## src/common/upscale_cfg.svh

```systemverilog
`ifndef UPSCALE_CFG_SVH
`define UPSCALE_CFG_SVH

// bits per colour component
`define UPS_COMP_BITS 8

// pixels held per stored line
`define UPS_LINE_LEN 64

// lines in the buffer ring
`define UPS_LINE_CNT 16

// width counters and height counters
`define UPS_DIM_BITS 12

// step is in 1/64 of a source pixel
`define UPS_FRAC_BITS 6

`endif

```

## src/common/upscale_pkg.sv

```systemverilog
`include "upscale_cfg.svh"

package upscale_pkg;

	// index widths into the line buffer ring
	localparam int line_bits = $clog2(`UPS_LINE_CNT);
	localparam int pix_bits  = $clog2(`UPS_LINE_LEN);

	typedef struct packed {
		logic [`UPS_COMP_BITS-1:0] red;
		logic [`UPS_COMP_BITS-1:0] green;
		logic [`UPS_COMP_BITS-1:0] blue;
	} pixel_t;

	// one video sample, syncs active low
	typedef struct packed {
		logic   hsync_n;
		logic   vsync_n;
		logic   active;
		pixel_t px;
	} vid_t;

	typedef struct packed {
		logic hsync_n;
		logic vsync_n;
		logic active;
	} timing_t;

	typedef struct packed {
		logic [`UPS_DIM_BITS-1:0] width;
		logic [`UPS_DIM_BITS-1:0] height;
	} dims_t;

	typedef struct packed {
		logic [`UPS_DIM_BITS+`UPS_FRAC_BITS-1:0] h;
		logic [`UPS_DIM_BITS+`UPS_FRAC_BITS-1:0] v;
	} step_t;

	typedef struct packed {
		logic [line_bits-1:0] line;
		logic [pix_bits-1:0]  pixel;
		logic                 valid;
	} src_addr_t;

endpackage

```

## src/hw/scale_step.sv

```systemverilog
`timescale 1ns/10ps
`include "upscale_cfg.svh"

module scale_step import upscale_pkg::*; (
	input  logic  i_ClkB,
	input  logic  i_rst,
	input  logic  i_locked_in,
	input  logic  i_locked_out,
	input  dims_t i_dims_in,
	input  dims_t i_dims_out,
	output step_t o_step,
	output logic  o_step_valid
);

	localparam int q_bits   = `UPS_DIM_BITS + `UPS_FRAC_BITS;
	localparam int cnt_bits = $clog2(q_bits);

	typedef enum logic [1:0] {
		st_idle,
		st_div_h,
		st_div_v,
		st_done
	} state_t;

	state_t                   state;
	logic [cnt_bits-1:0]      bit_cnt;
	logic                     last_bit;
	logic [q_bits-1:0]        quo;
	logic [q_bits-1:0]        quo_next;
	logic [`UPS_DIM_BITS:0]   rem;
	logic [`UPS_DIM_BITS:0]   rem_next;
	logic [`UPS_DIM_BITS-1:0] divisor;
	logic [`UPS_DIM_BITS:0]   shifted;
	logic [`UPS_DIM_BITS+1:0] diff;

	// one restoring step per cycle
	assign shifted  = {rem[`UPS_DIM_BITS-1:0], quo[q_bits-1]};
	assign diff     = {1'b0, shifted} - {2'b00, divisor};
	assign quo_next = {quo[q_bits-2:0], ~diff[`UPS_DIM_BITS+1]};
	assign rem_next = diff[`UPS_DIM_BITS+1] ? shifted : diff[`UPS_DIM_BITS:0];
	assign last_bit = (bit_cnt == cnt_bits'(q_bits - 1));

	always_ff @(posedge i_ClkB) begin
		if (i_rst) begin
			state        <= st_idle;
			bit_cnt      <= '0;
			o_step_valid <= 1'b0;
		end else begin
			case (state)
				st_idle: begin
					if (i_locked_in && i_locked_out)
						state <= st_div_h;
				end
				st_div_h: begin
					if (last_bit)
						state <= st_div_v;
				end
				st_div_v: begin
					if (last_bit) begin
						state        <= st_done;
						o_step_valid <= 1'b1;
					end
				end
				default: begin
					state <= st_done;
				end
			endcase

			if (state == st_div_h || state == st_div_v)
				bit_cnt <= last_bit ? '0 : bit_cnt + 1'b1;
		end
	end

	always_ff @(posedge i_ClkB) begin
		case (state)
			// width ratio operands, scaled by 64
			st_idle: begin
				quo     <= {i_dims_in.width, `UPS_FRAC_BITS'(0)};
				divisor <= i_dims_out.width;
				rem     <= '0;
			end
			st_div_h: begin
				if (last_bit) begin
					o_step.h <= quo_next;
					quo      <= {i_dims_in.height, `UPS_FRAC_BITS'(0)};
					divisor  <= i_dims_out.height;
					rem      <= '0;
				end else begin
					quo <= quo_next;
					rem <= rem_next;
				end
			end
			st_div_v: begin
				if (last_bit)
					o_step.v <= quo_next;
				quo <= quo_next;
				rem <= rem_next;
			end
			default: begin
				rem <= '0;
			end
		endcase
	end

endmodule

```

## config.mk

```make
export PLATFORM = sky130hd
export DESIGN_NAME = scale_step
export DESIGN_NICKNAME = d
export VERILOG_FILES = /design/src/common/upscale_pkg.sv /design/src/hw/scale_step.sv
export VERILOG_INCLUDE_DIRS = /design/src /design/src/common
export SDC_FILE = /design/constraint.sdc
export NUM_CORES = 1
export LEC_CHECK = 0
export BUFFER_PORTS_ARGS = -buffer_cell sky130_fd_sc_hd__buf_4
export CAP_MARGIN = 20
export CORE_AREA = 10 10 94 96
export DETAILED_ROUTE_END_ITERATION = 10
export DIE_AREA = 0 0 104 106
export GPL_TIMING_DRIVEN = 0
export HOLD_SLACK_MARGIN = 0.06
export PLACE_DENSITY = 0.83
export SLEW_MARGIN = 20
export SYNTH_ARGS = -nofsm -noshare
export SYNTH_HDL_FRONTEND = slang
export SYNTH_SLANG_ARGS = --single-unit
```

## constraint.sdc

```tcl
create_clock -name i_ClkB -period 3.3 [get_ports i_ClkB]
set_clock_uncertainty 0.2 [all_clocks]
set_input_delay 0.495 -clock i_ClkB [delete_from_list [all_inputs] [get_ports i_ClkB]]
set_output_delay 0.495 -clock i_ClkB [all_outputs]
set_load 0.02 [all_outputs]
```

======== Yosys cells after proc, flatten, opt, wreduce, memory -nomap -nowiden ========
Cells that the tools add are included.
word-level totals
  register bits after elaboration ......... 86
  output and inout port bits .............. 37
cells by class
  $add $sub $neg .......................... 2
  muxes and demuxes ....................... 12
  reduce and logical (&&, ||, !) cells .... 9
  equality and inequality tests ........... 6
  bitwise operators ....................... 1
operators by type and width
  operator               number
  $pmux W18 S3           1
  $pmux W12 S2           2
  $mux W12               3
  $mux W18               1
  $sub A13 B12 Y14       1
  $mux W2                3
  $ne A2 B2 Y1 const B   3
  $pmux W2 S3            1
  $reduce_and A2 Y1      3
  $add A5 B1 Y5 const B  1
  $eq A5 B5 Y1 const B   1
  $mux W5                1
  $reduce_and A3 Y1      1
  $reduce_bool A3 Y1     1
  $eq A2 B1 Y1 const B   1
  $eq A2 B2 Y1 const B   1
  $logic_not A2 Y1       1
  $reduce_bool A2 Y1     1
  $logic_and A1 B1 Y1    1
  $logic_or A1 B1 Y1     1
  $not A1 Y1             1

======== Depth between registers and ports, before layout ========
  word-level depth ........................ 4
  gate-level depth with buffers ........... 10

======== Least setup slack after synthesis ========
No wires, ideal clock.
  path kind ............................... register to register
  start ................................... register state[1]
  end ..................................... register o_step[18] (netlist name), enable pin
  arrival ................................. 1.709 ns
  stages on the path, launching flop included .. 6
  library setup time ...................... 0.376 ns
  period minus slack after synthesis ...... 2.285 ns
  path slack .............................. 1.015 ns
  path through ............................ dfxtp_1 > inv_1 > ha_1 > clkbuf_1 > buf_1 > and2_1
between the ends
  cells in the longest elaborated chain, start to end .. 2
RTL lines
  item                                line              text
  start, declared                     scale_step.sv:25  state_t state;
  start signal, assigned              scale_step.sv:45  state <= st_idle;
  start signal, assigned              scale_step.sv:52  state <= st_div_h;
  start signal, assigned              scale_step.sv:56  state <= st_div_v;
  $eq A2 B1 Y1                        scale_step.sv:75  case (state)
  $reduce_and A2 Y1 (no source line)  --
  end, declared                       scale_step.sv:11  output step_t o_step,
No other way between the ends.
A chain may end at the register's enable or synchronous reset.

======== Final worst setup path ========
  start ................................... register state[1]
  end ..................................... register o_step[21] (netlist name), enable pin
Same word-level chain as after synthesis.

==> summary.md <==
| Metric | Value |
|---|---|
| Outcome | `finished, final reports clean` |
| Met2 usage | `0.267` |
| Initial Util | `0.554` |
| Yosys top cell by area | `edfxtp_1` |
| Met1 Use GR | `0.175` |
| DRT Pass-1 Iters | `4` |
| Hold path startpoint | `i_rst` |
| Post-Route Setup TNS | `0 ns` |
| Die width | `about 100 um` |
| Main synth FF type | `edfxtp_1` |
| Design area | `roughly 0.0049 mm^2` |
| Most common cell in the netlist | `edfxtp_1` |
| Worst hold margin | `about 0.12 ns` |
| Final Setup Violations | `0` |
| Buf/Inv on CP | `3` |
| Post-CTS Setup Inserts | `0` |
| YS warnings | `0` |
| Hold buffer count at cts | `0` |
| Via count | `between 2000 and 3000` |
| Syn avg cell area | `about 13 um^2` |
| Violation count after the first detailed-route iteration | `~150` |
| Largest net degree at the start of global routing | `20` |
| Clk sinks | `86` |
| Share of cells above drive strength 1 | `0.316` |
| Clock Latency Late Sink | `roughly 0.36 ns` |
| Delay-heaviest family, CP | `buffers and inverters` |
| Rows | `31` |
| Slew margin rel. | `0.390` |
| GP Congestion | `roughly 0.84` |
| WS Path Type | `reg2reg` |
| Hold violation total from the final report | `0` |
| Register area share after synthesis | `0.609` |
| Post-synth top area share | `0.507` |
| CTS Root Cell | `clkbuf_8` |
| Worst hold path type | `in2reg` |
| Syn_nets | `380` |
| Yosys reg bits | `86` |
| Max frequency | `around 350 MHz` |
| RSZ-0062 raised after global routing | `no` |
| Critical-path cell list | `inv_1, ha_1, clkbuf_1, buf_1, and2_1` |
| Met3 usage | `0.0362` |
| Die ar. | `between 0.01 and 0.015 mm^2` |
| Ports | `89` |
| CTS max path bufs | `2` |
| Crit-path max cell delay | `0.81 ns` |
| CTS resizes | `0` |
| Total wire length | `between 8000 and 9000 um` |
| Critical path required time | `slightly above 3 ns` |
| DP Worst Slack | `around 0.43 ns` |
| Layout Nets | `479` |
| Critical Path AT | `around 2.6 ns` |
| Cells after synthesis | `just over 300` |
| Worst-path maximum fanout | `18` |
| CTS Buf Count | `9` |
| GR peak layer | `met2` |
| Initial antenna violation count | `0` |
| Max-capacitance violation count | `0` |
| Top post-synthesis cells by area | `edfxtp_1 (51%), dfxtp_1 (10%), ha_1 (6.4%)` |
| Post-Syn Area | `approximately 0.004 mm^2` |
| Leak pwr | `1.96 nW` |
| Placed cell area | `0.00470 mm^2` |
| Total power divided by cell area | `about 650 mW/mm^2` |
| Routed Antenna Nets | `0` |
| Final period util | `0.856` |
| Total Routing Usage GR | `0.154` |
| Antenna Cells | `0` |
| I/O Buffers | `88` |
| CTS clk-pin slew, worst paths | `approximately 0.09 ns` |
| CP Capture Type | `flop` |
| Slowest library cell on the worst path | `and2_1` |
| Least-Margin Pin Slew | `approximately 0.91 ns` |
| Layout area overhead | `25.1%` |
| Netlist cell types | `51` |
| Critical Path Start Type | `flop` |
| Post-route minimum period | `2.82 ns` |
| DRC | `0` |
| GRT overflow | `0` |
| Peak supply drop | `just over 0.4 mV` |
| CP Launch Point | `state[1]` |
| Filler Cells Inserted | `roughly 540` |
| Vias in the first global route | `between 2000 and 3000` |
| Mean number of vias per cell | `~5.3` |
| H-tree lvl count | `3` |
| Hpwl dp | `6490 um` |
| Setup ws final | `about 0.48 ns` |
| Die H | `around 110 um` |
| CTS tree | `built` |
| Core area | `just over 0.007 mm^2` |
| Ys async rst share | `0` |
| Max-slew violations | `0` |
| Synth top cells by count | `edfxtp_1 (66), nor2_1 (24), dfxtp_1 (20), ha_1 (20)` |
| Drt wl/cell | `16.7 um` |
| RR Startpoint | `state[1]` |
| Global-route wire length before repair | `between 10000 and 15000 um` |
| EDFF count, synth | `66` |
-- final timing paths --
check / to / slack [ns] / depth (start not counted)
hold / removal: state[0] / 0.12 / 2
setup / recovery: o_step[21] / 0.48 / 5
hold reg to reg: rem[2] / 0.27 / 2
setup reg to reg: o_step[21] / 0.48 / 5
-- cell usage in the layout, fill, tap and decap left out, types with 2 or more instances in the layout --
| cell | count |
|---|---|
| a221o_1 | 13 |
| nand2_1 | 18 |
| ha_1 | 20 |
| clkinvlp_4 | 2 |
| nor3_1 | 5 |
| nand3b_1 | 2 |
| a21oi_1 | 13 |
| nand4_1 | 2 |
| nor2_1 | 24 |
| clkinv_4 | 2 |
| dfxtp_1 | 20 |
| or2_2 | 2 |
| o21a_1 | 4 |
| a211oi_2 | 4 |
| xnor2_1 | 3 |
| inv_1 | 18 |
| clkbuf_1 | 7 |
| o21ai_0 | 12 |
| edfxtp_1 | 66 |
| nand3_1 | 2 |
| xor2_1 | 4 |
| buf_4 | 88 |
| and2_1 | 8 |
| nor2b_1 | 15 |
| clkbuf_8 | 9 |
| mux2_2 | 13 |
| nand2b_1 | 4 |
| a211oi_1 | 2 |
-- registers in the layout, summed over array words and instances, names as in the netlist --
name and cells:
bit_cnt 5, quo 18, o_step 36, divisor 12, rem 12, o_step_valid 1
state 2
-- stage by stage --
step | util | power (mW) | instances
2_1_floorplan | - | 2.21 | 307
3_3_place_gp | 0.665 | 2.41 | 494
3_5_place_dp | 0.665 | 2.47 | 494
4_1_cts | 0.693 | 3.20 | 510
5_1_grt | 0.693 | 3.38 | 510
6_report | 0.693 | 3.19 | 510
-- per-layer routing --
layer  part of all wire  vias to the layer above
li1                   -                     1324
met1               0.42                     1306
met2               0.51                       76
met3              0.049                       17
met4              0.023                        0
met5                  0                        -
-- worst register-to-register path, delay by kind of cell (launching register included) --
kind,cells,cell delay (ns)
buf+inv,3,0.92
flops,1,0.36
simple gates,1,0.81
fa+ha+maj,1,0.16
-- cell type report --
class | count | area [um^2] | area share
flip-flops and latches | 86 | 2380 | 0.487
multi-input cells | 192 | 1410 | 0.288
repair buffers | 88 | 661 | 0.135
clock buffers | 10 | 128 | 0.0261
well taps | 99 | 124 | 0.0253
inverters | 20 | 77.6 | 0.0158
clock inverters | 6 | 71.3 | 0.0146
plain buffers | 9 | 42.5 | 0.00869
-- kinds of logic (layout without fill, tap and decap cells) --
| logic type | count (synthesis) | count (layout) | synth area share |
|---|---|---|---|
| adder cells (fa/ha/maj) | 21 | 21 | 0.0691 |
| AO/OA/AOI/OAI | 61 | 61 | 0.119 |
| XOR/XNOR | 7 | 7 | 0.0157 |
| multiplexers | 14 | 14 | 0.0400 |
| flip-flops | 86 | 86 | 0.609 |
| AND/OR/NAND/NOR | 89 | 89 | 0.117 |
| buffers and inverters | 29 | 133 | 0.0307 |
-- where the power goes --
part	switching, mW	total, mW	internal (mW)	leakage, nW
logic	0.502	0.893	0.392	1.06
clock network	0.392	0.747	0.355	0.0931
registers	0.119	1.55	1.44	0.800
Power figures use the tool's default switching activity.
