`config.mk`:
```
export PLATFORM = sky130hd
export DESIGN_NAME = frame_measure
export DESIGN_NICKNAME = d
export VERILOG_FILES = /design/src/common/upscale_pkg.sv /design/src/hw/frame_measure.sv
export VERILOG_INCLUDE_DIRS = /design/src /design/src/common
export SDC_FILE = /design/constraint.sdc
export NUM_CORES = 1
export LEC_CHECK = 0
export ABC_AREA = 1
export ABC_CLOCK_PERIOD_IN_PS = 5100
export BUFFER_PORTS_ARGS = -buffer_cell sky130_fd_sc_hd__buf_4
export CAP_MARGIN = 10
export CORE_AREA = 4 4 96 80
export CTS_CLUSTER_DIAMETER = 30
export CTS_CLUSTER_SIZE = 40
export DETAILED_ROUTE_END_ITERATION = 6
export DIE_AREA = 0 0 100 84
export GPL_TIMING_DRIVEN = 0
export PLACE_DENSITY = 0.58
export REMOVE_ABC_BUFFERS = 1
export SKIP_CTS_REPAIR_TIMING = 1
export SLEW_MARGIN = 30
export SYNTH_ARGS = -nofsm -noshare
export SYNTH_HDL_FRONTEND = slang
export SYNTH_SLANG_ARGS = --single-unit
```
`constraint.sdc`:
```
create_clock -name i_ClkB -period 5.1 [get_ports i_ClkB]
set_input_delay 0.765 -clock i_ClkB [delete_from_list [all_inputs] [get_ports i_ClkB]]
set_output_delay 0.765 -clock i_ClkB [all_outputs]
set_load 0.01 [all_outputs]
```
`src/common/upscale_cfg.svh`:
```
`ifndef UPSCALE_CFG_SVH
`define UPSCALE_CFG_SVH

// bits per colour component
`define UPS_COMP_BITS 8

// pixels held per stored line
`define UPS_LINE_LEN 64

// lines in the buffer ring
`define UPS_LINE_CNT 16

// width counters and height counters
`define UPS_DIM_BITS 12

// step is in 1/64 of a source pixel
`define UPS_FRAC_BITS 6

`endif

```
`src/common/upscale_pkg.sv`:
```
`include "upscale_cfg.svh"

package upscale_pkg;

	// index widths into the line buffer ring
	localparam int line_bits = $clog2(`UPS_LINE_CNT);
	localparam int pix_bits  = $clog2(`UPS_LINE_LEN);

	typedef struct packed {
		logic [`UPS_COMP_BITS-1:0] red;
		logic [`UPS_COMP_BITS-1:0] green;
		logic [`UPS_COMP_BITS-1:0] blue;
	} pixel_t;

	// one video sample, syncs active low
	typedef struct packed {
		logic   hsync_n;
		logic   vsync_n;
		logic   active;
		pixel_t px;
	} vid_t;

	typedef struct packed {
		logic hsync_n;
		logic vsync_n;
		logic active;
	} timing_t;

	typedef struct packed {
		logic [`UPS_DIM_BITS-1:0] width;
		logic [`UPS_DIM_BITS-1:0] height;
	} dims_t;

	typedef struct packed {
		logic [`UPS_DIM_BITS+`UPS_FRAC_BITS-1:0] h;
		logic [`UPS_DIM_BITS+`UPS_FRAC_BITS-1:0] v;
	} step_t;

	typedef struct packed {
		logic [line_bits-1:0] line;
		logic [pix_bits-1:0]  pixel;
		logic                 valid;
	} src_addr_t;

endpackage

```
`src/hw/frame_measure.sv`:
```
`timescale 1ns/10ps
`include "upscale_cfg.svh"

module frame_measure import upscale_pkg::*; (
	input  logic    i_ClkB,
	input  logic    i_rst,
	input  timing_t i_timing,
	output dims_t   o_dims,
	output logic    o_locked
);

	logic                     hs_prev;
	logic                     vs_prev;
	logic                     line_edge;
	logic                     frame_edge;
	logic                     line_active;
	logic                     armed;
	logic [`UPS_DIM_BITS-1:0] pix_cnt;
	logic [`UPS_DIM_BITS-1:0] line_cnt;
	logic [`UPS_DIM_BITS-1:0] width_last;
	logic [`UPS_DIM_BITS-1:0] width_now;
	logic [`UPS_DIM_BITS-1:0] height_now;

	// falling sync edges
	assign line_edge   = hs_prev & ~i_timing.hsync_n;
	assign frame_edge  = vs_prev & ~i_timing.vsync_n;
	assign line_active = (pix_cnt != '0);

	// a line closing in the frame-edge cycle still counts for the old frame
	always_comb begin
		width_now  = width_last;
		height_now = line_cnt;
		if (line_edge && line_active) begin
			width_now  = pix_cnt;
			height_now = line_cnt + 1'b1;
		end
	end

	always_ff @(posedge i_ClkB) begin
		if (i_rst) begin
			hs_prev  <= 1'b1;
			vs_prev  <= 1'b1;
			pix_cnt  <= '0;
			line_cnt <= '0;
			armed    <= 1'b0;
			o_locked <= 1'b0;
		end else begin
			hs_prev <= i_timing.hsync_n;
			vs_prev <= i_timing.vsync_n;

			if (line_edge)
				pix_cnt <= `UPS_DIM_BITS'(i_timing.active);
			else if (i_timing.active)
				pix_cnt <= pix_cnt + 1'b1;

			if (frame_edge)
				line_cnt <= '0;
			else if (line_edge && line_active)
				line_cnt <= line_cnt + 1'b1;

			// first edge only arms, the second one locks
			if (frame_edge) begin
				armed <= 1'b1;
				if (armed)
					o_locked <= 1'b1;
			end
		end
	end

	always_ff @(posedge i_ClkB) begin
		if (line_edge && line_active)
			width_last <= pix_cnt;
		// dims freeze once locked
		if (frame_edge && armed && !o_locked)
			o_dims <= '{width: width_now, height: height_now};
	end

endmodule

```
; After elaboration in Yosys (flattened, before gate mapping)
; Index checks and enable logic that the tools add are counted.
[classes]
order_cmp = 0
div_mod_pow = 0
bitwise = 4
shift = 0
add_sub_neg = 2
reduce_logical = 9
n_eq_ne = 0
n_mux = 4
mul = 0
[op_table]
columns = operator, count
row1 = $add A12 B1 Y12 const B, 2
row2 = $mux W12, 2
row3 = $reduce_bool A12 Y1, 1
row4 = $reduce_or A2 Y1, 2
row5 = $logic_and A1 B1 Y1, 3
row6 = $and A1 B1 Y1, 2
row7 = $mux W1, 2
row8 = $not A1 Y1, 2
row9 = $reduce_and A2 Y1, 1
row10 = $reduce_bool A2 Y1, 1
row11 = $logic_not A1 Y1, 1
[totals]
latch_bits = 0
output_inout_bits = 25
regBits = 64
rom_bits = 0
inputBits = 5
ram_bits = 0
n_memories = 0

; Logic depth before layout (Yosys ltp)
[depth]
word_depth = 4
mapped_depth = 9
ltp_nobuf = 9

; Least setup slack after synthesis
; OpenSTA, ideal clock, no wires.
[synth_path]
path_kind = input -> register
start = input i_timing[1] in the netlist's numbering
end = register o_dims[0] in the netlist's numbering, enable pin
cell_stages = 3
setup_ps = 405
path_slack_ps = 2747
arrival_ps = 1949
n_path_buf = 0
path_cell_list = inv_1 nand3_1 nor2_1
[synth_between]
elab_chain_len = 4
[synth_rtl]
columns = element, line
row1 = "start, declared", frame_measure.sv:7  ; input timing_t i_timing,
row2 = $not A1 Y1, frame_measure.sv:26  ; assign frame_edge = vs_prev & ~i_timing.vsync_n;
row3 = $and A1 B1 Y1, frame_measure.sv:26
row4 = $logic_and A1 B1 Y1 (2 in series), frame_measure.sv:74  ; if (frame_edge && armed && !o_locked)
row5 = "end signal, assigned", frame_measure.sv:75  ; o_dims <= '{width: width_now, height: height_now};
row6 = "end, declared", frame_measure.sv:8  ; output dims_t o_dims,
; No other way between the ends.
; A chain may end at the register's enable or synchronous reset.

; Worst setup path after layout
[layout_path]
start = register pix_cnt[0]
end = register o_dims[1] in the netlist's numbering (data pin)
[layout_between]
elab_chain_len = 3
[layout_rtl]
columns = element, line
row1 = "start, declared", frame_measure.sv:18  ; logic [`UPS_DIM_BITS-1:0] pix_cnt;
row2 = "start signal, assigned", frame_measure.sv:52  ; pix_cnt <= `UPS_DIM_BITS'(i_timing.active);
row3 = "start signal, assigned", frame_measure.sv:54  ; pix_cnt <= pix_cnt + 1'b1;
row4 = $reduce_bool A12 Y1, frame_measure.sv:27  ; assign line_active = (pix_cnt != '0);
row5 = $logic_and A1 B1 Y1, frame_measure.sv:33  ; if (line_edge && line_active) begin
row6 = $mux W12, -
row7 = named net height_now[1], frame_measure.sv:22  ; logic [`UPS_DIM_BITS-1:0] height_now;
; The timed path passes the listed nets, and every way through them passes these cells.

==> parameters.txt <==
Parameter                              Value

STA
  Worst-case headroom to the max-slew limit ... 57.8%
  Unrepaired setup endpoints after global routing ... no
  Min Clock Period, post-route ... 1830 ps
  Final Hold Slack ... 453 ps
  Slew at the pin closest to its max-slew limit ... 632 ps
  Clock skew after layout ... 9.26 ps
  Share of the clock period used by the worst path ... 35.9%
  Final count of hold timing violations ... 0
  Total negative setup slack ... 0 ps
  PnR worst setup slack ... 3270 ps
  Final slew viol count ... 0
  Highest clock rate ... 547 MHz
  Setup Viol. Count Final ... 0

Detailed routing
  Count of vias placed by the detailed router ... 1890
  1st-iter DRT viols ... 93
  Met3 WL post-DR ... 233 um
  First-pass iteration count of the detailed router ... 4
  Routed length on met2 ... 1.93 mm
  DRC errors left ... 0
  Antenna-violating nets left ... 0
  Met1 Wirelength ... 2.66 mm
  Highest routing layer actually used ... met4
  Total detailed-routing wirelength ... 4.87 mm
  Via count normalized by instance count ... 4.54
  Wirelength per Cell ... 11.7 um

Setup path
  Sum of buffers and inverters on the critical path ... 2
  Library cell contributing the largest single delay on the critical path ... dfxtp_1
  Signal arrival time at the worst endpoint ... 1920 ps
  Longest individual stage delay on the worst path ... 370 ps
  Worst path depth ... 8
  Register-to-register setup slack ... 3270 ps
  Capturing point of the worst reg2reg path ... o_dims[1]$_DFFE_PP_
  Cell type group with the largest total delay on the critical path ... simple AND/OR/NAND/NOR gates
  Reg-to-Reg Start ... pix_cnt[0]$_SDFFE_PP0P_
  Chain of cells forming the critical path ... inv_1, ha_1, nand3_1, nor2_4, nand2_2, nand2_4, o21ai_0, inv_1
  Sort of element at the start of the critical path ... flip-flop
  Worst-case reg-to-reg path depth ... 8
  Worst setup path category ... reg2reg
  Critical path required time ... 5190 ps
  Critical path fanouts, max ... 35
  Cell with the most instances on the worst path ... inv_1
  Critical Path Sink Type ... flip-flop

Synthesis
  Sequential fraction of the synthesis area ... 58.6%
  Largest area contributor in the netlist ... dfxtp_1
  Ys async rst share ... 0%
  Post-synthesis register bit count ... 64
  Area contributors post-synth ... dfxtp_1 (31%), edfxtp_1 (28%), nand2_1 (12%)
  Synthesized netlist cell count ... 287
  Leading cell types by count after synthesis ... nand2_1 (83), dfxtp_1 (40), edfxtp_1 (24), nor2_1 (24), inv_1 (22)
  Unique cell type count in the Yosys netlist ... 25
  Post-synthesis area per instance ... 9.05 um2
  Count of warnings emitted by yosys ... 0
  Post-synth EDFFs ... 24
  Post-synthesis instance area ... 0.00260 mm2
  Post-synth top area share ... 30.8%
  Most used standard cell by instance count after synthesis ... nand2_1
  Most common flop cell mapped by yosys ... dfxtp_1

Final layout
  Fill cells ... 643
  Storage element area ... 0.00152 mm2
  Area added between synthesis and finish ... 19.2%
  Ratio of cells with drive above 1 in the final layout ... 21.6%
  Area occupied by multi-input gates ... 951 um2
  Design Area, Final ... 0.00309 mm2
  Fin nets ... 332
  Antenna diode count ... 0

Hold path
  Hold path startpoint ... width_last[2]$_DFF_P_
  Worst-case hold path end point ... width_last[2]$_DFF_P_
  Worst hold path type ... reg2reg
  Cell depth of the worst min-delay path ... 2

Placement
  Routability congestion estimate ... 0.792
  Final HPWL from detailed placement ... 3.37 mm
  Placement Cell Area ... 0.00293 mm2
  Total of buffers placed on input and output ports ... 29
  Setup WS pre-CTS ... 2990 ps

Run
  Max-cap check violation count ... 0

Power and ir drop
  Power per unit of standard cell area ... 314 mW/mm2
  Leak pwr ... 1.23 nW
  VDD IR-drop max ... 0.000161 V
  PnR Total Power ... 0.971 mW

Floorplanning
  Total die area ... 0.00840 mm2
  Vert. Die Dim ... 84 um
  Initial core utilization ... 38.6%
  Width of the die ... 100 um
  Row count ... 27
  Core region area ... 0.00672 mm2
  I/O pin count ... 30

Clock tree
  Total clock buffers created by CTS ... 9
  Clock root cell ... clkbuf_8
  Clock sink count ... 64
  CTS tree ... done
  Clock Pin Slew Worst Setup and Hold Paths ... 70 ps
  H-tree depth ... 3
  Number of buffers between clock root and the deepest sink ... 2
  Worst-Skew Late Latency ... 340 ps

Run status
  Status ... completed

Global route
  First-pass GRT wire length ... 8.55 mm
  Pin count of the biggest net entering global routing ... 36
  Global route total overflow ... 0
  Antenna violations before repair ... 0
  Number of global-route vias before repair ... 1823
  Total routing usage reported by global routing ... 13.1%
cells in the final DEF, fill, tap and decap left out, drive strengths merged, types with 4 or more instances in the layout:
master / synthesis / layout
nand2: 92 / 92
dfxtp: 40 / 40
buf: 4 / 30
nor2: 28 / 28
inv: 27 / 27
edfxtp: 24 / 24
a21oi: 22 / 22
o21ai: 16 / 16
nand3: 14 / 14
clkbuf: 0 / 12
nor3: 4 / 4
tightest hold or removal path: stages, from the launching register on:
cell and delay, ps:
dfxtp_1 310, nand2_1 50, nand2_1 70
how the worst max path moves through the flow:
| stage | slack [ps] | endpoint | from |
|---|---|---|---|
| 2_1_floorplan | 2750 | o_dims[0]$_DFFE_PP_ | i_timing[1] |
| 3_3_place_gp | 2070 | o_dims[20]$_DFFE_PP_ | i_timing[1] |
| 3_5_place_dp | 2990 | o_dims[1]$_DFFE_PP_ | i_timing[2] |
| 4_1_cts | 3220 | o_dims[1]$_DFFE_PP_ | pix_cnt[0]$_SDFFE_PP0P_ |
| 5_1_grt | 3050 | o_dims[1]$_DFFE_PP_ | pix_cnt[0]$_SDFFE_PP0P_ |
| 6_report | 3270 | o_dims[1]$_DFFE_PP_ | pix_cnt[0]$_SDFFE_PP0P_ |
kinds of logic after synthesis:
group                    Yosys count  synth area share (%)
adder cells (fa/ha/maj)            3                  1.45
AND/OR/NAND/NOR                  144                  24.0
buffers and inverters             31                  5.06
AO/OA/AOI/OAI                     40                  9.16
flip-flops                        64                  58.6
XOR/XNOR                           5                  1.69
per-layer routing:
metal,vias to the layer above,global-route usage (%)
met5,-,0
met4,0,4.77
met3,2,6.68
met1,832,18.1
met2,40,17.2
li1,1016,-
power by group:
group | internal, mW | switching, mW | leakage, nW
clock | 0.186 | 0.183 | 0.0838
combinational | 0.0202 | 0.0342 | 0.613
sequential | 0.542 | 0.00486 | 0.535
total | 0.748 | 0.222 | 1.23
per-stage QoR:
step	util, %	cells
after CTS	46.0	416
after detailed placement	43.6	400
final	46.0	416
after global placement	43.0	399
after global routing	46.0	416
after floorplan	-	283
cell type report:
class / count / area share (%)
flip-flops and latches: 64 / 49.2
multi-input cells: 192 / 30.7
repair buffers: 30 / 7.93
clock buffers: 12 / 4.69
well taps: 87 / 3.52
inverters: 27 / 3.28
clock inverters: 4 / 0.687
flip-flops by register name (all words and copies together), names as in the netlist:
signal	flops
armed	1
hs_prev	1
line_cnt	12
o_dims	24
o_locked	1
pix_cnt	12
vs_prev	1
width_last	12
No activity file was read; power rests on OpenSTA's default activity.
