===== src/common/upscale_cfg.svh =====
`ifndef UPSCALE_CFG_SVH
`define UPSCALE_CFG_SVH

// bits per colour component
`define UPS_COMP_BITS 8

// pixels held per stored line
`define UPS_LINE_LEN 64

// lines in the buffer ring
`define UPS_LINE_CNT 16

// width counters and height counters
`define UPS_DIM_BITS 12

// step is in 1/64 of a source pixel
`define UPS_FRAC_BITS 6

`endif


===== src/common/upscale_pkg.sv =====
`include "upscale_cfg.svh"

package upscale_pkg;

	// index widths into the line buffer ring
	localparam int line_bits = $clog2(`UPS_LINE_CNT);
	localparam int pix_bits  = $clog2(`UPS_LINE_LEN);

	typedef struct packed {
		logic [`UPS_COMP_BITS-1:0] red;
		logic [`UPS_COMP_BITS-1:0] green;
		logic [`UPS_COMP_BITS-1:0] blue;
	} pixel_t;

	// one video sample, syncs active low
	typedef struct packed {
		logic   hsync_n;
		logic   vsync_n;
		logic   active;
		pixel_t px;
	} vid_t;

	typedef struct packed {
		logic hsync_n;
		logic vsync_n;
		logic active;
	} timing_t;

	typedef struct packed {
		logic [`UPS_DIM_BITS-1:0] width;
		logic [`UPS_DIM_BITS-1:0] height;
	} dims_t;

	typedef struct packed {
		logic [`UPS_DIM_BITS+`UPS_FRAC_BITS-1:0] h;
		logic [`UPS_DIM_BITS+`UPS_FRAC_BITS-1:0] v;
	} step_t;

	typedef struct packed {
		logic [line_bits-1:0] line;
		logic [pix_bits-1:0]  pixel;
		logic                 valid;
	} src_addr_t;

endpackage


===== src/hw/source_addr.sv =====
`timescale 1ns/10ps
`include "upscale_cfg.svh"

module source_addr import upscale_pkg::*; (
	input  logic                 i_ClkB,
	input  logic                 i_rst,
	input  timing_t              i_ref,
	input  step_t                i_step,
	input  logic                 i_step_valid,
	input  logic [line_bits-1:0] i_sof_line,
	output src_addr_t            o_addr,
	output timing_t              o_ref_d
);

	localparam int acc_bits = `UPS_DIM_BITS + `UPS_FRAC_BITS;

	logic                     hs_prev;
	logic                     vs_prev;
	logic                     line_edge;
	logic                     frame_edge;
	logic                     running;
	logic                     line_used;
	logic [acc_bits-1:0]      h_acc;
	logic [acc_bits-1:0]      v_acc;
	logic [`UPS_DIM_BITS-1:0] h_int;
	logic [`UPS_DIM_BITS-1:0] v_int;
	logic [`UPS_DIM_BITS-1:0] pix_mod;
	logic [`UPS_DIM_BITS:0]   line_sum;
	logic [`UPS_DIM_BITS:0]   line_mod;

	assign line_edge  = hs_prev & ~i_ref.hsync_n;
	assign frame_edge = vs_prev & ~i_ref.vsync_n;

	// integer parts of the source position
	assign h_int = h_acc[`UPS_FRAC_BITS +: `UPS_DIM_BITS];
	assign v_int = v_acc[`UPS_FRAC_BITS +: `UPS_DIM_BITS];

	assign pix_mod  = h_int % `UPS_DIM_BITS'(`UPS_LINE_LEN);
	assign line_sum = {1'b0, v_int} + {{(`UPS_DIM_BITS + 1 - line_bits){1'b0}}, i_sof_line};
	assign line_mod = line_sum % (`UPS_DIM_BITS + 1)'(`UPS_LINE_CNT);

	always_ff @(posedge i_ClkB) begin
		if (i_rst) begin
			hs_prev   <= 1'b1;
			vs_prev   <= 1'b1;
			running   <= 1'b0;
			line_used <= 1'b0;
			h_acc     <= '0;
			v_acc     <= '0;
			o_addr    <= '0;
			o_ref_d   <= '{hsync_n: 1'b1, vsync_n: 1'b1, active: 1'b0};
		end else begin
			hs_prev <= i_ref.hsync_n;
			vs_prev <= i_ref.vsync_n;

			// addressing begins on the first frame after the steps are known
			if (frame_edge && i_step_valid)
				running <= 1'b1;

			if (line_edge)
				h_acc <= '0;
			else if (i_ref.active)
				h_acc <= h_acc + i_step.h;

			if (line_edge)
				line_used <= i_ref.active;
			else if (i_ref.active)
				line_used <= 1'b1;

			if (frame_edge)
				v_acc <= '0;
			else if (line_edge && line_used)
				v_acc <= v_acc + i_step.v;

			o_addr.line  <= line_mod[line_bits-1:0];
			o_addr.pixel <= pix_mod[pix_bits-1:0];
			o_addr.valid <= running & i_ref.active;
			o_ref_d      <= i_ref;
		end
	end

endmodule


===== config.mk =====
export PLATFORM = sky130hd
export DESIGN_NAME = source_addr
export DESIGN_NICKNAME = d
export VERILOG_FILES = /design/src/common/upscale_pkg.sv /design/src/hw/source_addr.sv
export VERILOG_INCLUDE_DIRS = /design/src /design/src/common
export SDC_FILE = /design/constraint.sdc
export NUM_CORES = 1
export LEC_CHECK = 0
export CORE_ASPECT_RATIO = 0.6
export CORE_MARGIN = 8
export CORE_UTILIZATION = 34
export DETAILED_ROUTE_END_ITERATION = 12
export DONT_BUFFER_PORTS = 1
export PLACE_DENSITY_LB_ADDON = 0.12
export SKIP_CTS_REPAIR_TIMING = 1
export SYNTH_ARGS = -nofsm -noshare
export SYNTH_HDL_FRONTEND = slang
export SYNTH_SLANG_ARGS = --single-unit

===== constraint.sdc =====
create_clock -name i_ClkB -period 1.8 [get_ports i_ClkB]
set_input_delay 0.18 -clock i_ClkB [delete_from_list [all_inputs] [get_ports i_ClkB]]
set_output_delay 0.18 -clock i_ClkB [all_outputs]
set_load 0.1 [all_outputs]

======== Word-level counts from Yosys, hierarchy flattened ========
Index checks and enable logic that the tools add are counted.
operators by class
  add/subtract/negate cells ............... 3
  multiplexer cells ....................... 2
  bitwise operators ....................... 5
  reductions and logical operators ........ 5
operators by type and width
  cell                count
  adder 18 bit        2
  adder 4 bit         1
  OR reduction 2 bit  2
  bitwise AND 1 bit   3
  logical AND 1 bit   2
  2-to-1 mux 1 bit    2
  NOT 1 bit           2
  nonzero test 2 bit  1
storage, ports and cells
  bits in registers ....................... 52
  bits of input ports ..................... 46

======== Longest topological paths before layout ========
Gate-level depths: netlist of run 1.
  depth in word-level cells ............... 3
  gate-level depth with buffers ........... 9

======== Worst setup path before layout of run 1 ========
Ideal clock, no wire load.
  kind .................................... register to register
  start ................................... register v_acc[0]
  end ..................................... register v_acc[8]
  arrival ................................. 1.959 ns
  required time ........................... 1.738 ns
  slack ................................... -0.221 ns
  cell stages (with the launch flop) ...... 10
  path buffers ............................ 0
  clock period less this slack ............ 2.021 ns
  path through ............................ dfxtp_1 -> ha_1 -> inv_1 -> fa_1 -> and2b_1 -> o21a_1 -> nor2_1 -> o211a_1 -> or4_1 -> nand3_1
between the ends
  longest elaborated chain between the ends .. 1
ends and longest elaborated chain
  element                 line               source
  start, declared         source_addr.sv:24  logic [acc_bits-1:0] v_acc;
  start signal, assigned  source_addr.sv:73  v_acc <= v_acc + i_step.v;
  adder 18 bit            source_addr.sv:73
Every way passes these cells.
A chain may end at the register's enable or synchronous reset.

======== Worst setup path in the final report of run 1 ========
Ends and elaborated chain as after synthesis.

==> reports/results.txt, run 1 <==
Critical Path Source Type: flip-flop
DIE HEIGHT: 79.8 um
P per Cell Area: 793 nW/um^2
Root Driver: clkbuf_16
Seq cells post-synth: 38
post-DP HPWL: 4500 um
worst setup margin: -168 ps
post-route cell area: 3130 sq um
gate count of the mapped netlist: 261
Via density: 4.90
Critical Path RT: 2030 ps
initial antenna violation count: 0
total negative setup slack: -378 ps
Clock Latency Late Sink: 280 ps
first-pass GRT wire length: 9430 um
share of layout cells above drive strength 1: 31.5%
Non-Filler Instances: 395
synthesis-to-layout area growth: 35.5%
YS warnings: 0
pin count of the biggest net entering global routing: 23
worst-case clock buffer depth: 2
gpl congestion: 0.787
Top delay family on crit path: simple AND/OR/NAND/NOR gates
vias in the first global route: 1786
Post-synth EDFFs: 0
DRC: 0
critical path's largest stage delay: 390 ps
Syn Nets: 333
Num CTS Buffers: 5
First-pass DRT Iterations: 4
drt total wl: 6110 um
Fin. Hold Viols: 0
dpl cells: 377
Mapped Area: 2310 sq um
Worst Setup End Kind: flip-flop
Worst Clk Skew: 4.55 ps
Antenna Nets Post-Route: 0
core area: 6620 sq um
DR vias: 1937
Initial Util: 34.9%
final setup violating endpoints: 5
die area: 9760 sq um
Layout Nets: 379
Rel. slew slack: 55.5%
grt total ovfl: 0
Antenna Cells: 0
register area share after synthesis: 33.0%
Rows: 23
pins over their slew limit: 0
Port Buffers: 0
Clock Pin Slew Worst Setup and Hold Paths: 60 ps
RSZ-0062 raised after global routing: yes
min Tclk post-route: 1970 ps
CTS tree: done
status: complete, but fails checks
Max-cap violations: 0
most used flip-flop cell after synthesis: dfxtp_1
syn avg cell area: 8.84 sq um
Bufs and invs on worst path: 1
H-tree Lvls: 2
critical path data arrival time: 2190 ps
Hold Crit Class: in -> reg
Initial DRC Count: 100
worst-path fanout max: 2
Slowest-stage cell, CP: or4_1
worst slew pin tran: 665 ps
leakage power: 1.28 nW
fraction of registers with async set/reset: 0%
failing checks: negative setup slack
Critical Setup Path Class: reg -> reg
Clock Sinks: 38
Peak VDD IR: 0.000330 V
Yosys cell types: 52
wire per inst: 15.5 um
achievable frequency: 0.508 GHz
critical-path cell list: ha_4, inv_2, fa_2, and2b_1, o21a_1, nor2_2, o211a_1, or4_1, nand3_1
IO Pins: 60
Die X: 122 um
fin crit share: 109%
Post-DP Area: 2670 sq um
GR Util All Layers: 12.4%
-- cell usage in the layout (no fill, tap or decap), drive strengths merged, types with 2 or more instances in the layout --
master and instances:
nand2 21, a21oi 22, ha 23, o21ai 10
nand3 9, a211oi 5, o21a 4, a211o 2
nand4 3, dfxtp 38, nor2 23, dlygate4sd3 4
fa 3, nor3 3, mux2i 10, nor2b 13
a21o 4, nand3b 3, or2 4, and3 2
and2 2, buf 47, o211ai 5, xnor2 12
inv 10, or3 3, clkbuf 6
-- through the flow --
stage | utilization, % | power, W | hold slack, ps | setup slack, ps
global placement | 40.4 | 0.00147 | 252 | -153
finish | 47.2 | 0.00248 | 37.4 | -168
floorplan | - | 0.00135 | 287 | -109
global route | 47.2 | 0.00261 | 39.0 | -297
detailed placement | 40.4 | 0.00147 | 253 | -170
CTS | 42.6 | 0.00240 | -54.6 | -189
-- logic make-up (layout without fill, tap and decap cells) --
| logic type | after synthesis | count (layout) | share of synthesized area (%) |
|---|---|---|---|
| simple gates | 93 | 93 | 21.3 |
| compound gates | 59 | 59 | 16.7 |
| flops | 38 | 38 | 33.0 |
| fa+ha+maj | 26 | 26 | 15.1 |
| buf+inv | 22 | 69 | 4.72 |
| xor+xnor | 13 | 13 | 4.93 |
| mux | 10 | 10 | 4.34 |
-- where the power goes --
part,total (W),leakage (nW),internal [W],switching (W)
clock network,0.000914,0.0729,0.000549,0.000365
registers,0.000915,0.313,0.000887,0.0000279
logic,0.000649,0.891,0.000290,0.000359
total,0.00248,1.28,0.00173,0.000752
-- area by class of cell --
cell class / count / area, sq um
Fill cell: 649 / 3490
Clock buffer: 6 / 139
Multi-Input combinational cell: 201 / 1660
Inverter: 10 / 37.5
Tap cell: 87 / 109
Clock inverter: 2 / 12.5
Sequential cell: 38 / 767
Timing Repair Buffer: 51 / 397
-- layer usage --
metal  part of all wire [%]  vias up  GRT usage (%)  routed length [um]
met2                     34       53           14.1                2050
met3                    9.9        5           5.93                 604
li1                       -     1012              -                   -
met1                     56      867           18.8                3420
met4                   0.61        0           3.63                  37
met5                      0        -              0                   0
-- synthesized netlist by cell type (all sizes together) (2+ instances only) --
cell	count	area [sq um]
nor2	23	86.3
a211o	2	17.5
a21o	4	30.0
clkbuf	6	23.8
fa	3	60.1
o211ai	5	37.5
mux2i	10	100
nand4	3	18.8
buf	6	47.5
a211oi	5	42.5
nand2	21	78.8
xnor2	12	105
and2	2	12.5
nand3	9	50.1
or2	4	25.0
or3	3	18.8
ha	23	288
nand3b	3	22.5
nor2b	13	81.3
o21ai	10	53.8
o21a	4	30.0
and3	2	13.8
inv	10	37.5
a21oi	22	118
nor3	3	20.0
dfxtp	38	761
-- sequential cells by signal, indices dropped and copies added, names as in the netlist --
| name | cells |
|---|---|
| h_acc | 12 |
| o_addr | 11 |
| v_acc | 10 |
| hs_prev | 1 |
| line_used | 1 |
| o_ref_d | 1 |
| running | 1 |
| vs_prev | 1 |
-- final timing paths --
| path | slack, ps | endpoint | depth (start not counted) | start |
|---|---|---|---|---|
| worst max-delay path | -170 | v_acc[8] | 9 | v_acc[0] |
| worst min-delay path | 40 | running | 2 | i_step_valid |
| worst max register to register | -170 | v_acc[8] | 9 | v_acc[0] |
| worst min register to register | 460 | running | 2 | running |
(Power assumes the default switching activity.)
==> run 2, diff against run 1 <==
Settings changed: GPL_ROUTABILITY_DRIVEN set to 0.
Clock period 1.8 ns to 2.4 ns, I/O delays scaled along.
==> run 2 against run 1 <==
The run now ends clean. Total power decreased by 33%. Critical endpoint unchanged. Clock power decreased by 30%. Die area unchanged. First-iteration DRC count decreased by 23%.
==> reports/results.txt, run 2 (same netlist as run 1, synthesis figures left out) <==
status: finished, final reports clean (was complete, but fails checks)
Clock Sinks: 38 (unchanged)
wire per inst: 15.2 um (was 15.5 um)
RSZ-0062 raised after global routing: no (was yes)
post-DP HPWL: 4160 um (was 4500 um)
Worst Clk Skew: 4.26 ps (was 4.55 ps)
total negative setup slack: 0 ps (was -378 ps)
DR vias: 1751 (was 1937)
synthesis-to-layout area growth: 9.44% (was 35.5%)
DRC: 0 (unchanged)
GR Util All Layers: 11.6% (was 12.4%)
Max-cap violations: 0 (unchanged)
most frequent cells in the layout: dfxtp_1, nor2_1, ha_1 (was buf_4, dfxtp_1, nor2_1)
vias in the first global route: 1644 (was 1786)
worst slew pin tran: 951 ps (was 665 ps)
grt total ovfl: 0 (unchanged)
min Tclk post-route: 2190 ps (was 1970 ps)
First-pass DRT Iterations: 4 (unchanged)
Antenna Nets Post-Route: 0 (unchanged)
most common cell after layout, fill and taps aside: dfxtp_1 (was buf_4)
worst-path fanout max: 3 (was 2)
Antenna Cells: 0 (unchanged)
Clock Latency Late Sink: 290 ps (was 280 ps)
Via density: 5.02 (was 4.90)
register-to-register setup slack: 210 ps (was -170 ps)
final setup violating endpoints: 0 (was 5)
Worst Setup End Kind: flip-flop (unchanged)
Rel. slew slack: 36.5% (was 55.5%)
CTS tree: done (unchanged)
worst-case clock buffer depth: 2 (unchanged)
Rows: 23 (unchanged)
initial antenna violation count: 0 (unchanged)
worst r2r src: v_acc[0] (unchanged)
Initial Util: 34.9% (unchanged)
RR Endpoint: v_acc[8] (unchanged)
achievable frequency: 0.457 GHz (was 0.508 GHz)
max reg flops: 12 (unchanged)
leakage power: 1.04 nW (was 1.28 nW)
Initial DRC Count: 77 (was 100)
Die X: 122 um (unchanged)
hold path endpoint: o_addr[6] (was running)
fin crit share: 91.2% (was 109%)
hold depth: 1 (was 2)
die area: 9760 sq um (unchanged)
share of layout cells above drive strength 1: 9.16% (was 31.5%)
Critical Path Source Type: flip-flop (unchanged)
pins over their slew limit: 0 (unchanged)
Biggest register: h_acc (unchanged)
core area: 6620 sq um (unchanged)
Hold Path Origin: i_rst (was i_step_valid)
critical path data arrival time: 2410 ps (was 2190 ps)
Fillers: 697 (was 649)
DIE HEIGHT: 79.8 um (unchanged)
Root Driver: clkbuf_16 (unchanged)
first-pass GRT wire length: 8730 um (was 9430 um)
Hold Crit Class: in -> reg (unchanged)
Clock Pin Slew Worst Setup and Hold Paths: 60 ps (about the same)
Layout Nets: 334 (was 379)
Fin. Hold Viols: 0 (unchanged)
drt total wl: 5310 um (was 6110 um)
Critical Path RT: 2630 ps (was 2030 ps)
Port Buffers: 0 (unchanged)
WHS: 18.8 ps (was 37.4 ps)
Critical Setup Path Class: reg -> reg (unchanged)
worst reg-to-reg path cell count: 9 (unchanged)
Num CTS Buffers: 5 (unchanged)
Largest regs: h_acc x12, o_addr x11, v_acc x10 (unchanged)
pin count of the biggest net entering global routing: 23 (unchanged)
H-tree Lvls: 2 (unchanged)
IO Pins: 60 (unchanged)
P per Cell Area: 661 nW/um^2 (was 793 nW/um^2)
Peak VDD IR: 0.000272 V (was 0.000330 V)
[run 2: cell count changes in the layout (fill, tap and decap cells not counted), moves of 2 or more]
cell,change
a21oi_1,+3
a21oi_2,-2
buf_4,-40
dfxtp_1,+5
dfxtp_2,-5
dlygate4sd3_1,-4
fa_1,+2
fa_2,-2
ha_1,+12
ha_4,-12
o21ai_1,+3
o21ai_2,-3
[run 2: critical path, stage by stage (launching register included)]
cell     delay [ps]
dfxtp_1         340
ha_1            170
inv_1            50
fa_1            360
and2b_1         240
o21a_1          110
nor2_1           70
o211a_1         250
or4_1           470
nand3_1          80
[run 2: power by group]
part / internal (W) / leakage (nW) / total [W] / switching (W)
clock network: 0.000375 / 0.0694 / 0.000636 / 0.000260
registers: 0.000665 / 0.311 / 0.000742 / 0.0000778
logic: 0.000118 / 0.658 / 0.000290 / 0.000172
[run 2: final cells by class]
class	count	area [sq um]	share of cell area [%]
multi-input combinational	201	1440	56.9
clock inverter	2	10.0	0.396
sequential	38	761	30.1
timing repair buffer	6	45.0	1.78
inverter	10	37.5	1.49
tap	87	109	4.31
clock buffer	5	125	4.96
[run 2: worst max path at each step]
stage | endpoint | slack (ps) | start
6_report | v_acc[8] | 210 | v_acc[0]
4_1_cts | v_acc[8] | 190 | v_acc[0]
3_5_place_dp | v_acc[8] | 220 | v_acc[0]
5_1_grt | v_acc[8] | 90 | v_acc[0]
2_1_floorplan | v_acc[8] | 380 | v_acc[0]
3_3_place_gp | v_acc[8] | 250 | v_acc[0]
[run 2: through the flow]
step	setup slack (ps)	cells	cell area [sq um]	power, W	util (%)
global placement	252	342	2390	0.00104	36.1
detailed placement	215	342	2390	0.00104	36.1
global route	86.2	349	2520	0.00176	38.1
finish	211	349	2520	0.00167	38.1
CTS	189	349	2520	0.00170	38.1
floorplan	379	261	2310	0.00101	-
[run 2: per-layer routing]
metal / wire length, um / vias to the layer above / share of wire [%] / GRT usage, %
li1: - / 922 / - / -
met1: 3020 / 782 / 57 / 17.6
met2: 1780 / 42 / 34 / 13.2
met3: 453 / 5 / 8.5 / 5.01
met4: 51 / 0 / 0.96 / 3.99
met5: 0 / - / 0 / 0
==> run 3, diff against run 2 <==
Settings changed: CORE_MARGIN 8 to 2, CTS_BUF_LIST set to sky130_fd_sc_hd__clkbuf_16.
==> run 3 against run 2 <==
Combinational power about the same. Sequential cell count stayed put. Setup slack lost 3.9 ps. Non-clock buffer count unchanged. Die area is 23% lower. Critical path type unchanged.
==> reports/results.txt, run 3 (same netlist as run 1, synthesis figures left out) <==
status: finished, final reports clean (unchanged)
Peak VDD IR: 0.000424 V (was 0.000272 V)
global routing's busiest layer: met1 (unchanged)
Worst Setup End Kind: flip-flop (unchanged)
grt total ovfl: 0 (unchanged)
First-pass DRT Iterations: 4 (unchanged)
critical path data arrival time: 2410 ps (about the same)
P per Cell Area: 655 nW/um^2 (was 661 nW/um^2)
Worst Clk Skew: 3.33 ps (was 4.26 ps)
Biggest register: h_acc (unchanged)
Fin. Hold Viols: 0 (unchanged)
Initial Util: 34.9% (unchanged)
WHS: 23.3 ps (was 18.8 ps)
met2 Use GR: 17.3% (was 13.2%)
Rel. slew slack: 37.1% (was 36.5%)
CTS tree: done (unchanged)
core area: 6620 sq um (unchanged)
Clock Latency Late Sink: 280 ps (was 290 ps)
Clock Sinks: 38 (unchanged)
vias in the first global route: 1590 (was 1644)
die area: 7480 sq um (was 9760 sq um)
wire per inst: 14.4 um (was 15.2 um)
RSZ-0062 raised after global routing: no (unchanged)
share of layout cells above drive strength 1: 9.13% (was 9.16%)
Port Buffers: 0 (unchanged)
DR vias: 1744 (was 1751)
Antenna Nets Post-Route: 0 (unchanged)
max reg flops: 12 (unchanged)
post-DP HPWL: 3900 um (was 4160 um)
Fillers: 694 (was 697)
worst-path fanout max: 3 (unchanged)
area of the multi-input gates: 1440 sq um (unchanged)
Hold Crit Class: in -> reg (unchanged)
pins over their slew limit: 0 (unchanged)
FF/Latch Area: 761 sq um (unchanged)
Initial DRC Count: 95 (was 77)
H-tree Lvls: 2 (unchanged)
initial antenna violation count: 0 (unchanged)
Root Driver: clkbuf_16 (unchanged)
final setup violating endpoints: 0 (unchanged)
grt met1 use: 21.9% (was 17.6%)
synthesis-to-layout area growth: 9.71% (was 9.44%)
Critical Path Source Type: flip-flop (unchanged)
M3 GR Usage: 6.95% (was 5.01%)
first-pass GRT wire length: 8040 um (was 8730 um)
worst-case clock buffer depth: 2 (unchanged)
most frequent cells in the layout: dfxtp_1, nor2_1, ha_1 (unchanged)
Clock Pin Slew Worst Setup and Hold Paths: 60 ps (about the same)
fin crit share: 91.4% (was 91.2%)
most common cell after layout, fill and taps aside: dfxtp_1 (unchanged)
total negative setup slack: 0 ps (unchanged)
achievable frequency: 0.456 GHz (was 0.457 GHz)
Largest regs: h_acc x12, o_addr x11, v_acc x10 (unchanged)
Critical Setup Path Class: reg -> reg (unchanged)
Critical Path RT: 2620 ps (was 2630 ps)
Num CTS Buffers: 5 (unchanged)
pin count of the biggest net entering global routing: 23 (unchanged)
min Tclk post-route: 2190 ps (about the same)
leakage power: 1.04 nW (about the same)
Die X: 110 um (was 122 um)
Rows: 23 (unchanged)
IO Pins: 60 (unchanged)
Layout Nets: 334 (unchanged)
GR Util All Layers: 14.3% (was 11.6%)
worst slew pin tran: 943 ps (was 951 ps)
drt total wl: 5030 um (was 5310 um)
DIE HEIGHT: 67.8 um (was 79.8 um)
DRC: 0 (unchanged)
Via density: 4.98 (was 5.02)
Antenna Cells: 0 (unchanged)
Max-cap violations: 0 (unchanged)
[run 3: cell types whose count changed in the layout (fill, tap and decap cells not counted)]
cell	change
clkinv_2	-1
clkinvlp_4	+1
clkinv_1	+1
[run 3: stage by stage]
stage / instance area (sq um) / setup WS, ps / cells / util, % / power (W)
final: 2530 / 207 / 350 / 38.2 / 0.00166
after global routing: 2530 / 113 / 350 / 38.2 / 0.00175
after CTS: 2530 / 210 / 350 / 38.2 / 0.00169
after detailed placement: 2390 / 236 / 342 / 36.1 / 0.00104
after global placement: 2390 / 239 / 342 / 36.1 / 0.00104
after floorplan: 2310 / 379 / 261 / - / 0.00101
[run 3: per-layer routing]
metal	vias up	wire, um
met3	2	485
met5	-	0
met4	0	19
li1	919	-
met1	778	2820
met2	45	1700
[run 3: area by class of cell]
class | instances | share of cell area, %
repair buffers | 6 | 1.78
inverters | 10 | 1.48
multi-input cells | 201 | 56.8
flip-flops and latches | 38 | 30.1
clock inverters | 3 | 0.643
well taps | 87 | 4.30
clock buffers | 5 | 4.94
[run 3: power by group]
| group | switching (W) | internal, W |
|---|---|---|
| combinational | 0.000171 | 0.000118 |
| clock | 0.000250 | 0.000379 |
| sequential | 0.0000774 | 0.000665 |
| total | 0.000498 | 0.00116 |
[run 3: path summary, 6_finish.rpt]
path	from	end	slack [ps]	cells past startpoint
worst max register to register	v_acc[0]	v_acc[8]	210	9
worst min register to register	h_acc[11]	o_addr[6]	460	2
worst min-delay path	i_rst	o_addr[6]	20	1
worst max-delay path	v_acc[0]	v_acc[8]	210	9
[run 3: critical path: stages (launching register included)]
cell and delay, ps:
dfxtp_1 330, ha_1 160, inv_1 50, fa_1 380
and2b_1 220, o21a_1 120, nor2_1 80, o211a_1 260
or4_1 460, nand3_1 70
